File: src/rtl/fetch_defines.svh
`ifndef FETCH_DEFINES_SVH
`define FETCH_DEFINES_SVH

`define FETCH_XLEN      32
`define FETCH_RESET_PC  32'h1bfffffc    // seq pc after reset is 1c000000

`define VPPN_W          19
`define PPN_W           20
`define ECODE_W         6
`define ESUBCODE_W      9

`define ITLB_ENTRIES    4
`define PS_4M           6'd21           // anything else is a 4 KB page

`define ECODE_ADEF      6'h08           // fetch address error
`define ECODE_TLBR      6'h3f           // tlb refill
`define ECODE_PIF       6'h03           // page invalid on fetch
`define ECODE_PPI       6'h07           // page privilege illegal

`endif

File: src/rtl/fetch_pkg.sv
`include "fetch_defines.svh"

package fetch_pkg;

    typedef union packed {
        struct packed {
            logic [2:0]         seg;        // window select
            logic [28:0]        offset;
        } dmw;
        struct packed {
            logic [`VPPN_W-1:0] vppn;
            logic               odd;        // bit 12, even/odd page
            logic [11:0]        offset;
        } tlb;
    } va_u;

    typedef struct packed {
        logic       plv0;                   // window usable at level 0
        logic       plv3;                   // window usable at level 3
        logic [2:0] pseg;
        logic [2:0] vseg;
    } dmw_cfg_s;

    typedef struct packed {
        logic               found;
        logic [`PPN_W-1:0]  ppn;
        logic [5:0]         ps;
        logic [1:0]         plv;
        logic               v;
    } tlb_result_s;

    typedef struct packed {
        logic [$clog2(`ITLB_ENTRIES)-1:0] idx;
        logic [`VPPN_W-1:0]               vppn;
        logic [5:0]                       ps;
        logic [`PPN_W-1:0]                ppn0;
        logic [1:0]                       plv0;
        logic                             v0;
        logic [`PPN_W-1:0]                ppn1;
        logic [1:0]                       plv1;
        logic                             v1;
    } tlb_fill_s;

    typedef struct packed {
        logic                   br_taken;
        logic [`FETCH_XLEN-1:0] br_target;
        logic                   br_stall;   // branch still resolving
    } redirect_s;

    typedef struct packed {
        logic [`FETCH_XLEN-1:0] inst;
        logic [`FETCH_XLEN-1:0] pc;
        logic                   excep_en;
        logic [`ECODE_W-1:0]    ecode;
        logic [`ESUBCODE_W-1:0] esubcode;
    } fetch_out_s;

    typedef struct packed {
        logic [`FETCH_XLEN-1:0] pa;
        logic                   excep_en;
        logic [`ECODE_W-1:0]    ecode;
    } xlate_s;

endpackage

File: src/rtl/itlb.sv
`include "fetch_defines.svh"

module itlb (
    input  logic                   clk,
    input  logic                   resetn,
    input  logic                   we,
    input  fetch_pkg::tlb_fill_s   fill,
    input  fetch_pkg::va_u         va,
    output fetch_pkg::tlb_result_s res
);

    fetch_pkg::tlb_fill_s      ent [`ITLB_ENTRIES];
    logic [`ITLB_ENTRIES-1:0]  ent_valid;
    logic [`ITLB_ENTRIES-1:0]  is_4m;
    logic [`ITLB_ENTRIES-1:0]  odd_sel;
    logic [`ITLB_ENTRIES-1:0]  hit;

    always_ff @(posedge clk) begin
        if (!resetn) begin
            ent_valid <= '0;
        end else if (we) begin
            ent_valid[fill.idx] <= 1'b1;
        end
    end

    always_ff @(posedge clk) begin
        if (we) begin
            ent[fill.idx] <= fill;
        end
    end

    // per-entry compare, 4M pages drop the low 9 vppn bits
    always_comb begin
        for (int i = 0; i < `ITLB_ENTRIES; i++) begin
            is_4m[i]   = (ent[i].ps == `PS_4M);
            odd_sel[i] = is_4m[i] ? va.tlb.vppn[8] : va.tlb.odd;    // va bit 21 or 12
            hit[i]     = ent_valid[i]
                         && (ent[i].vppn[18:9] == va.tlb.vppn[18:9])
                         && (is_4m[i] || (ent[i].vppn[8:0] == va.tlb.vppn[8:0]));
        end
    end

    // walk from the top so the lowest matching index is written last
    always_comb begin
        res = '0;
        for (int i = `ITLB_ENTRIES - 1; i >= 0; i--) begin
            if (hit[i]) begin
                res.found = 1'b1;
                res.ps    = ent[i].ps;
                if (odd_sel[i]) begin
                    res.ppn = ent[i].ppn1;
                    res.plv = ent[i].plv1;
                    res.v   = ent[i].v1;
                end else begin
                    res.ppn = ent[i].ppn0;
                    res.plv = ent[i].plv0;
                    res.v   = ent[i].v0;
                end
            end
        end
    end

endmodule

File: src/rtl/addr_xlate.sv
`include "fetch_defines.svh"

module addr_xlate (
    input  fetch_pkg::va_u         va,
    input  logic                   crmd_pg,
    input  logic [1:0]             crmd_plv,
    input  fetch_pkg::dmw_cfg_s    dmw0,
    input  fetch_pkg::dmw_cfg_s    dmw1,
    output fetch_pkg::va_u         tlb_va,
    input  fetch_pkg::tlb_result_s tlb_res,
    output fetch_pkg::xlate_s      xlate
);

    logic                   hit_dmw0;
    logic                   hit_dmw1;
    logic                   tlb_path;
    logic                   excep_adef;
    logic                   excep_tlbr;
    logic                   excep_pif;
    logic                   excep_ppi;
    logic [`FETCH_XLEN-1:0] pa;

    function automatic logic dmw_hit(input fetch_pkg::dmw_cfg_s cfg,
                                     input logic [1:0] plv,
                                     input logic [2:0] seg);
        return (cfg.vseg == seg)
               && (((plv == 2'd0) && cfg.plv0) || ((plv == 2'd3) && cfg.plv3));
    endfunction

    assign tlb_va   = va;
    assign hit_dmw0 = dmw_hit(dmw0, crmd_plv, va.dmw.seg);
    assign hit_dmw1 = dmw_hit(dmw1, crmd_plv, va.dmw.seg);
    assign tlb_path = crmd_pg & ~hit_dmw0 & ~hit_dmw1;     // mapped through the tlb

    always_comb begin
        if (!crmd_pg) begin
            pa = va;                                        // direct mode
        end else if (hit_dmw0) begin
            pa = {dmw0.pseg, va.dmw.offset};
        end else if (hit_dmw1) begin
            pa = {dmw1.pseg, va.dmw.offset};
        end else if (tlb_res.ps == `PS_4M) begin
            pa = {tlb_res.ppn[19:9], va.dmw.offset[20:0]};
        end else begin
            pa = {tlb_res.ppn, va.tlb.offset};
        end
    end

    assign excep_adef = |va.tlb.offset[1:0];
    assign excep_tlbr = tlb_path & ~tlb_res.found;
    assign excep_pif  = tlb_path & tlb_res.found & ~tlb_res.v;
    assign excep_ppi  = tlb_path & tlb_res.found & tlb_res.v & (crmd_plv > tlb_res.plv);

    assign xlate.pa       = pa;
    assign xlate.excep_en = excep_adef | excep_tlbr | excep_pif | excep_ppi;

    // first match wins
    always_comb begin
        if (excep_adef) begin
            xlate.ecode = `ECODE_ADEF;
        end else if (excep_tlbr) begin
            xlate.ecode = `ECODE_TLBR;
        end else if (excep_pif) begin
            xlate.ecode = `ECODE_PIF;
        end else if (excep_ppi) begin
            xlate.ecode = `ECODE_PPI;
        end else begin
            xlate.ecode = '0;
        end
    end

endmodule

File: src/rtl/fetch_stage.sv
`include "fetch_defines.svh"

module fetch_stage (
    input  logic                   clk,
    input  logic                   resetn,
    output logic                   inst_req,
    output logic [`FETCH_XLEN-1:0] inst_addr,
    input  logic                   inst_addr_ok,
    input  logic                   inst_data_ok,
    input  logic [`FETCH_XLEN-1:0] inst_rdata,
    input  logic                   id_allowin,
    input  fetch_pkg::redirect_s   redirect,
    input  logic                   flush,
    input  logic [`FETCH_XLEN-1:0] flush_entry,
    output logic                   if_valid,
    output fetch_pkg::fetch_out_s  if_out,
    output logic [`FETCH_XLEN-1:0] pre_pc,
    input  fetch_pkg::xlate_s      xlate
);

    logic                   fetch_en;
    logic                   pre_reqed;          // pre-IF request accepted, not yet in IF
    logic                   pre_ir_valid;
    logic [`FETCH_XLEN-1:0] pre_ir;
    logic [`FETCH_XLEN-1:0] pre_slot_pc;
    logic                   pre_excep_en;
    logic [`ECODE_W-1:0]    pre_ecode;
    logic                   if_full;            // IF holds a request, waiting or buffered
    logic                   if_ir_valid;
    logic [`FETCH_XLEN-1:0] if_ir;
    logic [`FETCH_XLEN-1:0] if_pc;
    logic                   if_excep_en;
    logic [`ECODE_W-1:0]    if_ecode;
    logic                   br_reg;
    logic [`FETCH_XLEN-1:0] br_target_reg;
    logic                   flush_reg;
    logic [`FETCH_XLEN-1:0] flush_entry_reg;
    logic [1:0]             cancel_cnt;         // wrong-path words still to come back
    logic [1:0]             n_out;
    logic [1:0]             n_left;
    logic                   kill;
    logic                   accept;
    logic                   if_wait;
    logic                   pre_wait;
    logic                   live_ok;
    logic                   data_to_if;
    logic                   data_to_pre;
    logic                   if_ready_go;
    logic                   if_allowin;
    logic                   enter_from_pre;
    logic                   enter_new;
    logic                   to_pre;
    logic [`FETCH_XLEN-1:0] seq_pc;

    assign kill     = flush | redirect.br_taken;
    assign accept   = inst_req & inst_addr_ok;
    assign if_wait  = if_full & ~if_ir_valid;
    assign pre_wait = pre_reqed & ~pre_ir_valid;
    assign n_out    = cancel_cnt + {1'b0, if_wait} + {1'b0, pre_wait};
    assign n_left   = n_out - {1'b0, inst_data_ok};    // still out after this cycle

    // returned words go to the cancelled ones first, they are the oldest
    assign live_ok     = inst_data_ok & (cancel_cnt == 2'd0);
    assign data_to_if  = live_ok & if_wait;
    assign data_to_pre = live_ok & ~if_wait & pre_wait;

    assign if_ready_go    = if_ir_valid | data_to_if;
    assign if_allowin     = ~if_full | (if_ready_go & id_allowin);
    assign enter_from_pre = ~kill & pre_reqed & if_allowin;
    assign enter_new      = accept & (kill | if_allowin);
    assign to_pre         = accept & ~kill & ~if_allowin;

    assign if_valid = if_ready_go & ~kill;         // IF content is wrong path on redirect

    assign inst_req  = fetch_en & ~pre_reqed & ~redirect.br_stall & (n_left < 2'd2);
    assign inst_addr = xlate.pa;

    assign seq_pc = if_pc + 32'd4;
    assign pre_pc = flush_reg          ? flush_entry_reg :
                    flush              ? flush_entry     :
                    br_reg             ? br_target_reg   :
                    redirect.br_taken  ? redirect.br_target :
                                         seq_pc;

    assign if_out.inst     = if_ir_valid ? if_ir : inst_rdata;
    assign if_out.pc       = if_pc;
    assign if_out.excep_en = if_excep_en;
    assign if_out.ecode    = if_ecode;
    assign if_out.esubcode = '0;

    always_ff @(posedge clk) begin
        if (!resetn) begin
            fetch_en <= 1'b0;
        end else begin
            fetch_en <= 1'b1;
        end
    end

    // redirects wait here until a request to the target is accepted
    always_ff @(posedge clk) begin
        if (!resetn) begin
            flush_reg <= 1'b0;
            br_reg    <= 1'b0;
        end else begin
            if (accept) begin
                flush_reg <= 1'b0;
            end else if (flush) begin
                flush_reg <= 1'b1;
            end
            if (accept) begin
                br_reg <= 1'b0;
            end else if (redirect.br_taken) begin
                br_reg <= 1'b1;
            end
        end
    end

    always_ff @(posedge clk) begin
        if (flush && !accept) begin
            flush_entry_reg <= flush_entry;
        end
        if (redirect.br_taken && !accept) begin
            br_target_reg <= redirect.br_target;
        end
    end

    always_ff @(posedge clk) begin
        if (!resetn) begin
            cancel_cnt <= 2'd0;
        end else if (kill) begin
            cancel_cnt <= n_left;                   // everything in flight is now stale
        end else if (inst_data_ok && (cancel_cnt != 2'd0)) begin
            cancel_cnt <= cancel_cnt - 2'd1;
        end
    end

    always_ff @(posedge clk) begin
        if (!resetn) begin
            pre_reqed    <= 1'b0;
            pre_ir_valid <= 1'b0;
        end else if (kill || enter_from_pre) begin
            pre_reqed    <= 1'b0;
            pre_ir_valid <= 1'b0;
        end else begin
            if (to_pre) begin
                pre_reqed <= 1'b1;
            end
            if (data_to_pre) begin
                pre_ir_valid <= 1'b1;               // IF still busy, park the word
            end
        end
    end

    always_ff @(posedge clk) begin
        if (to_pre) begin
            pre_slot_pc  <= pre_pc;
            pre_excep_en <= xlate.excep_en;
            pre_ecode    <= xlate.ecode;
        end
        if (data_to_pre) begin
            pre_ir <= inst_rdata;
        end
    end

    always_ff @(posedge clk) begin
        if (!resetn) begin
            if_full     <= 1'b0;
            if_ir_valid <= 1'b0;
        end else if (kill) begin
            if_full     <= accept;                  // only the redirect target survives
            if_ir_valid <= 1'b0;
        end else if (enter_from_pre) begin
            if_full     <= 1'b1;
            if_ir_valid <= pre_ir_valid | data_to_pre;
        end else if (if_allowin && accept) begin
            if_full     <= 1'b1;
            if_ir_valid <= 1'b0;
        end else if (if_ready_go && id_allowin) begin
            if_full     <= 1'b0;
            if_ir_valid <= 1'b0;
        end else if (data_to_if) begin
            if_ir_valid <= 1'b1;                    // decode stalled
        end
    end

    always_ff @(posedge clk) begin
        if (!resetn) begin
            if_pc <= `FETCH_RESET_PC;
        end else if (enter_from_pre) begin
            if_pc <= pre_slot_pc;
        end else if (enter_new) begin
            if_pc <= pre_pc;
        end
    end

    always_ff @(posedge clk) begin
        if (enter_from_pre) begin
            if_excep_en <= pre_excep_en;
            if_ecode    <= pre_ecode;
            if_ir       <= pre_ir_valid ? pre_ir : inst_rdata;
        end else begin
            if (enter_new) begin
                if_excep_en <= xlate.excep_en;
                if_ecode    <= xlate.ecode;
            end
            if (data_to_if) begin
                if_ir <= inst_rdata;
            end
        end
    end

endmodule

File: src/rtl/fetch_top.sv
`include "fetch_defines.svh"

module fetch_top (
    input  logic                   clk,
    input  logic                   resetn,
    output logic                   inst_req,
    output logic [`FETCH_XLEN-1:0] inst_addr,
    input  logic                   inst_addr_ok,
    input  logic                   inst_data_ok,
    input  logic [`FETCH_XLEN-1:0] inst_rdata,
    input  logic                   id_allowin,
    input  fetch_pkg::redirect_s   redirect,
    output logic                   if_valid,
    output fetch_pkg::fetch_out_s  if_out,
    input  logic                   flush,
    input  logic [`FETCH_XLEN-1:0] flush_entry,
    input  logic                   crmd_pg,
    input  logic [1:0]             crmd_plv,
    input  fetch_pkg::dmw_cfg_s    dmw0,
    input  fetch_pkg::dmw_cfg_s    dmw1,
    input  logic                   tlb_we,
    input  fetch_pkg::tlb_fill_s   tlb_fill
);

    logic [`FETCH_XLEN-1:0] pre_pc;     // virtual pc of the next request
    fetch_pkg::va_u         tlb_va;
    fetch_pkg::tlb_result_s tlb_res;
    fetch_pkg::xlate_s      xlate;

    fetch_stage u_fetch_stage (
        .clk          (clk),
        .resetn       (resetn),
        .inst_req     (inst_req),
        .inst_addr    (inst_addr),
        .inst_addr_ok (inst_addr_ok),
        .inst_data_ok (inst_data_ok),
        .inst_rdata   (inst_rdata),
        .id_allowin   (id_allowin),
        .redirect     (redirect),
        .flush        (flush),
        .flush_entry  (flush_entry),
        .if_valid     (if_valid),
        .if_out       (if_out),
        .pre_pc       (pre_pc),
        .xlate        (xlate)
    );

    addr_xlate u_addr_xlate (
        .va       (pre_pc),
        .crmd_pg  (crmd_pg),
        .crmd_plv (crmd_plv),
        .dmw0     (dmw0),
        .dmw1     (dmw1),
        .tlb_va   (tlb_va),
        .tlb_res  (tlb_res),
        .xlate    (xlate)
    );

    itlb u_itlb (
        .clk    (clk),
        .resetn (resetn),
        .we     (tlb_we),
        .fill   (tlb_fill),
        .va     (tlb_va),
        .res    (tlb_res)
    );

endmodule

File: config.mk
export PLATFORM = sky130hd
export DESIGN_NAME = fetch_top
export DESIGN_NICKNAME = d
export VERILOG_FILES = /design/src/rtl/fetch_pkg.sv /design/src/rtl/itlb.sv /design/src/rtl/addr_xlate.sv /design/src/rtl/fetch_stage.sv /design/src/rtl/fetch_top.sv
export VERILOG_INCLUDE_DIRS = /design/src /design/src/rtl
export SDC_FILE = /design/constraint.sdc
export NUM_CORES = 1
export LEC_CHECK = 0
export ABC_AREA = 1
export BUFFER_PORTS_ARGS = -buffer_cell sky130_fd_sc_hd__buf_2
export CAP_MARGIN = 20
export CORE_UTILIZATION = 35
export DETAILED_ROUTE_END_ITERATION = 10
export PLACE_DENSITY = 0.52
export SETUP_SLACK_MARGIN = 0.3
export SYNTH_ARGS = -nofsm -noshare
export SYNTH_HDL_FRONTEND = slang
export SYNTH_SLANG_ARGS = --single-unit
File: constraint.sdc
create_clock -name clk -period 12.5 [get_ports clk]
set_input_delay 1.875 -clock clk [delete_from_list [all_inputs] [get_ports clk]]
set_output_delay 1.875 -clock clk [all_outputs]
set_load 0.01 [all_outputs]
### After elaboration in Yosys (flattened, before gate mapping)

Memories as Yosys holds them, arrays and structs flattened.
Cells that the tools add are included.

* register bits: 219
* bits in writable memories: 292
* bits of input ports: 197
* output and inout bits: 114
* word-level logic and storage cells: 184
* memories kept: 1

Memory list
* u_itlb.ent: words 4, bits a word 73, rd ports 4, clocked after memory_dff 0, wr ports 1, line itlb.sv:12 `` fetch_pkg::tlb_fill_s ent [`ITLB_ENTRIES]; ``

* $add $sub $neg: 5
* $lt $le $gt $ge: 4
* equality and inequality tests: 16
* multiplexer cells: 53
* bitwise gates (word level): 46
* reductions and logical operators: 40

Operators by type and width (count)
* $mux 32: 13
* $mux 30: 4
* $mux 20: 4
* $eq 10x10->1: 4
* $eq 9x9->1: 4
* $add 32x3->32 const B: 1
* $eq 6x5->1 const B: 5
* $mux 6: 5
* $and 1x1->1: 24
* $mux 21: 1
* $logic_and 1x1->1: 20
* $mux 1: 18
* $mux 3: 5
* $not 1->1: 13
* $or 1x1->1: 8
* $reduce_bool 2->1: 4
* $reduce_bool 4->1: 2
* $reduce_or 2->1: 4
* $logic_or 1x1->1: 7
* $eq 3x3->1: 2
* $add 2x1->2: 2
* $logic_not 2->1: 2
* $mux 2: 2
* $or 4x4->4: 1
* other kinds (9): 9

### Depth between registers and ports, before layout

* word-level depth: 21
* mapped depth: 35

### Cells and area by module

A second synthesis with hierarchy kept.

* cell total of the unflattened synthesis: 2694
* area, all modules: 24568.6 um2

By module, submodules not included
* itlb: times used 1, cells each 1266, area each 12826.1 um2
* fetch_stage: times used 1, cells each 1236, area each 10671.5 um2
* addr_xlate: times used 1, cells each 192, area each 1071.0 um2

### Least setup slack after synthesis

Ideal clock, no wire load.

* kind: input-to-reg
* start: input port tlb_fill[72] in the netlist's numbering
* end: memory u_itlb.ent[1][0] in the netlist's numbering (enable)
* library setup time: 591 ps
* arrival: 6869 ps
* required time: 11909 ps
* setup slack: 5041 ps
* stages on the path: 1
* path buffers: 0
* path through: nor3_1

RTL lines
* start: declaration: line fetch_top.sv:22 `input fetch_pkg::tlb_fill_s tlb_fill`
* end: declaration: line itlb.sv:12

No word-level cell before the write port.

### Worst setup path in the final report

* start: input port redirect[33] in the netlist's numbering
* end: output port inst_addr[31]

* longest elaborated chain between the ends: 14
* elaborated cells between the ends (all ways): 43

RTL lines
* start: declaration: line fetch_top.sv:12 `input fetch_pkg::redirect_s redirect,`
* $mux 32 *: line fetch_stage.sv:82 `redirect.br_taken ? redirect.br_target :`
* $mux 32 *: line fetch_stage.sv:81 `br_reg ? br_target_reg :`
* $mux 32 *: line fetch_stage.sv:80 `flush ? flush_entry :`
* $mux 32 *: line fetch_stage.sv:79 `assign pre_pc = flush_reg ? flush_entry_reg :`
* named net pre_pc[15]: line fetch_top.sv:25 `` logic [`FETCH_XLEN-1:0] pre_pc; ``
* $eq 9x9->1: line itlb.sv:39 `&& (is_4m[i] || (ent[i].vppn[8:0] == va.tlb.vppn[8:0]));`
* $logic_or 1x1->1: line itlb.sv:39
* $logic_and 1x1->1: line itlb.sv:39
* $mux 30 (3 in series): line itlb.sv:47 `if (hit[i]) begin`
* $mux 30 *: line itlb.sv:47
* $mux 32 *: line addr_xlate.sv:40 `end else if (hit_dmw1) begin`
* $mux 32 *: line addr_xlate.sv:38 `end else if (hit_dmw0) begin`
* $mux 32 *: line addr_xlate.sv:36 `if (!crmd_pg) begin`
* end: declaration: line fetch_top.sv:7 `` output logic [`FETCH_XLEN-1:0] inst_addr, ``

The timed path passes the listed nets; every way through them passes the cells marked *.

==> flow_metrics.py <==
metrics = {
    "setup_path": {
        "rrSetupSlack_ps": 7010,
        "r2r-start": "u_fetch_stage.br_reg",
        "crit_path_start_kind": "primary input",
        "crit_type": "primary input to primary output",
        "end_kind": "primary output",
        "cp_max_fo": 37,
        "cp.required_ps": 10620,
        "reg2reg_depth": 29,
        "startpoint": "redirect[33]",
        "reg2reg_to": "u_fetch_stage.if_excep_en",
        "worstPathArrival_ps": 6340,
    },
    "global_routing": {
        "grt_antenna_before_repair": 10,
        "grt_pass1_wl_um": 105000,
        "use_met3": 0.0385,
        "grt_overflow": 0,
        "grt_max_degree": 67,
        "track_usage": 0.204,
        "busiest_layer": "met2",
        "grt_pass1_vias": 17128,
        "grtUsageMet2": 0.343,
        "met1_usage": 0.266,
    },
    "final_layout": {
        "largest_register": "u_itlb.ent",
        "fill_cells": 6450,
        "multi_input_area_mm2": 0.00766,
        "regArea_mm2": 0.0145,
        "stdcell_area_mm2": 0.0277,
        "final_nets": 2781,
        "drive_above_1_share": 0.222,
        "fin_cells": 3494,
        "syn2layout_area_growth_pct": 17.6,
        "largest_reg_flops": 284,
    },
    "sta": {
        "layout_min_cycle_time_ps": 8220,
        "setup_tns_ps": 0,
        "slew_headroom": 0.316,
        "clock_skew_ps": 33.4,
        "worstMarginPinSlew_ps": 1020,
        "final_hold_viol_count": 0,
        "fin_crit_sh": 0.657,
        "rsz0062_at_grt": "no",
        "max_freq_mhz": 122,
        "setup_violations": 0,
        "report.final.slew_viol_count": 0,
    },
    "flow_run": {
        "maxCapViolations": 0,
    },
    "synth": {
        "syn_area_mm2": 0.0236,
        "synth_warnings": 0,
        "async_flop_share": 0,
        "avgSynthCellArea_um2": 10.2,
        "synthCells": 2312,
        "ys_types": 60,
        "synth_edf_count": 454,
        "ys.flop_type": "edfxtp_1",
        "synth.yosys.seq_area_share": 0.617,
        "synth_seq_cells": 499,
    },
    "route": {
        "drt-total-wl_um": 71200,
        "avgRoutedWirePerCell_um": 20.4,
        "post_drt_via_cell_ratio": 5.04,
        "drc_errors": 0,
        "drt_iter0_markers": 1324,
        "dr.pass1.iters": 6,
        "vias": 17618,
        "drt.antenna.violating_nets": 0,
    },
    "worst_hold_path": {
        "holdPathStages": 2,
        "hp-class": "flip-flop to flip-flop",
        "whs_endpoint": "u_fetch_stage.cancel_cnt[1]",
        "hp-start": "u_fetch_stage.cancel_cnt[1]",
    },
    "clock_tree": {
        "clk_path_buf_depth": 3,
        "cts_tree": "yes",
        "cts_sinks": 499,
        "post_cts_buffers": 0,
        "ctsResizeCount": 0,
        "cts_buffers": 56,
        "clk_latency_ps": 630,
        "cts_hold_buffers": 0,
        "clkTransAtPathRegs_ps": 60,
        "cts_root_buf": "clkbuf_16",
        "h-tree-depth": 2,
    },
    "placed_design": {
        "place_inst": 3383,
        "gp_congestion": 0.891,
        "dp_hpwl_um": 49400,
        "placed_cell_area_mm2": 0.0257,
        "io_buffers": 301,
    },
    "floorplanning": {
        "core_mm2": 0.0662,
        "die-area_mm2": 0.0683,
        "die_w_um": 261,
        "start_util": 0.356,
        "num_rows": 94,
        "die_h_um": 261,
        "ioPinCount": 311,
    },
    "power_and_ir_drop": {
        "clock_power_share": 0.406,
        "p_comb_frac": 0.145,
        "swShare": 0.265,
        "p_int_mw": 3.17,
        "leakage_nw": 11.3,
        "peakVddDrop_mv": 0.0978,
        "p_sw_mw": 1.14,
        "p_seq_frac": 0.449,
        "power_mw": 4.31,
        "power_density_mw_per_mm2": 156,
    },
    "status": {
        "status": "completed",
    },
}
[metal layers]
layer  routed length (um)  part of all wire
met2                34100              0.48
met5                   84            0.0012
met1                30300              0.42
met4                 1850             0.026
met3                 4970             0.070
[kinds of logic (layout without fill, tap and decap cells)]
logic type | count (synthesis) | after routing | share of synthesized area
simple gates | 1086 | 1086 | 0.208
mux | 45 | 45 | 0.0210
compound gates | 320 | 320 | 0.0754
other cells | 1 | 14 | 0.000159
buf+inv | 319 | 624 | 0.0608
fa+ha+maj | 6 | 6 | 0.00351
xor+xnor | 36 | 36 | 0.0140
flops | 499 | 499 | 0.617
[placed cells by master (no fill, tap or decap), types with 12 or more instances in the layout]
master and count:
a21oi_1 78, buf_2 301, buf_4 27, clkbuf_16 58, clkinv_1 17, dfxtp_1 44
edfxtp_1 454, inv_1 169, inv_2 12, mux2_2 35, nand2_1 571, nand2_2 37
nand2_4 12, nand3_1 165, nand3b_1 22, nand4_1 12, nor2_1 183, nor2_2 13
o211ai_1 14, o21ai_0 163, o21ai_1 18, o221ai_1 12, or2_2 29, xnor2_1 21
xor2_1 13
[critical path: stages]
cell,delay [ps]
buf_2,590
inv_1,410
buf_4,340
nand3_1,110
nand2_1,50
nand2_1,70
nand2_1,60
nand2_2,130
inv_1,110
nand2_1,70
nand2_1,60
nand3_1,90
nor2_1,50
nand2_1,100
nand2_1,610
nand2_4,310
nand3_2,140
inv_2,320
nand2_1,90
nand3_1,80
inv_1,60
o21ai_0,240
nand2_1,110
nand3_1,90
buf_2,130
[stage by stage]
stage                     utilization  setup slack [ps]  hold WS [ps]
final                           0.418              4280           481
after global routing            0.418              3860           512
after CTS                       0.418              4220           487
after detailed placement        0.388              4220           477
after global placement          0.388              4260           456
after floorplan                     -              5040           444
[layout make-up]
| cell class | instances | area share |
|---|---|---|
| diodes | 5 | 0.000452 |
| clock buffers | 69 | 0.0546 |
| clock inverters | 36 | 0.0160 |
| inverters | 189 | 0.0257 |
| multi-input cells | 1502 | 0.276 |
| flip-flops and latches | 499 | 0.525 |
| well taps | 864 | 0.0390 |
| repair buffers | 330 | 0.0631 |
[worst max path at each step]
stage	endpoint	slack, ps	cells after the start
5_1_grt	inst_addr[31]	3860	25
3_3_place_gp	inst_addr[31]	4260	25
6_report	inst_addr[31]	4280	25
3_5_place_dp	inst_addr[31]	4220	25
2_1_floorplan	u_itlb.ent[1][0]	5040	1
4_1_cts	inst_addr[31]	4220	25
[power groups by stage]
stage	Combinational (mW)	Clock [mW]	Sequential [mW]
floorplan	0.408	0	1.97
global placement	0.622	0	1.97
detailed placement	0.626	0	1.97
CTS	0.629	1.79	1.94
global route	0.689	1.84	1.94
finish	0.623	1.75	1.94
[Yosys cell counts, types with 2 or more instances]
library cell  number  area share
a21oi_1           78       0.017
a221oi_1           3      0.0011
a31oi_1            8      0.0021
and2_1             3     0.00080
and3_1             6      0.0016
buf_1              5     0.00080
buf_2             17      0.0036
buf_4             52       0.017
buf_6              2     0.00096
clkbuf_1          54      0.0086
clkinv_1           6     0.00096
dfxtp_1           45       0.038
edfxtp_1         454        0.58
ha_1               5      0.0027
inv_1            169       0.027
inv_2             12      0.0019
mux2_2            35       0.017
mux2i_1           10      0.0043
nand2_1          571       0.091
nand2_2           37      0.0098
nand2_4           12      0.0057
nand3_1          165       0.035
nand3b_1          22      0.0070
nand4_1           12      0.0032
nor2_1           186       0.030
nor2_2            12      0.0032
nor2_4             8      0.0038
nor2_8             2      0.0017
nor3_1             8      0.0017
nor3_2             2     0.00085
o2111ai_1          6      0.0022
o211ai_1          14      0.0045
o21a_1             2     0.00064
o21ai_0          163       0.035
o21ai_1           18      0.0038
o21bai_1           3     0.00096
o221ai_1          12      0.0045
o22ai_1            6      0.0016
o311ai_0           2     0.00074
or2_0              3     0.00080
or2_1              2     0.00053
or2_2             29      0.0077
xnor2_1           21      0.0078
xor2_1            13      0.0048
xor2_2             2      0.0014
Power figures use the tool's default switching activity.
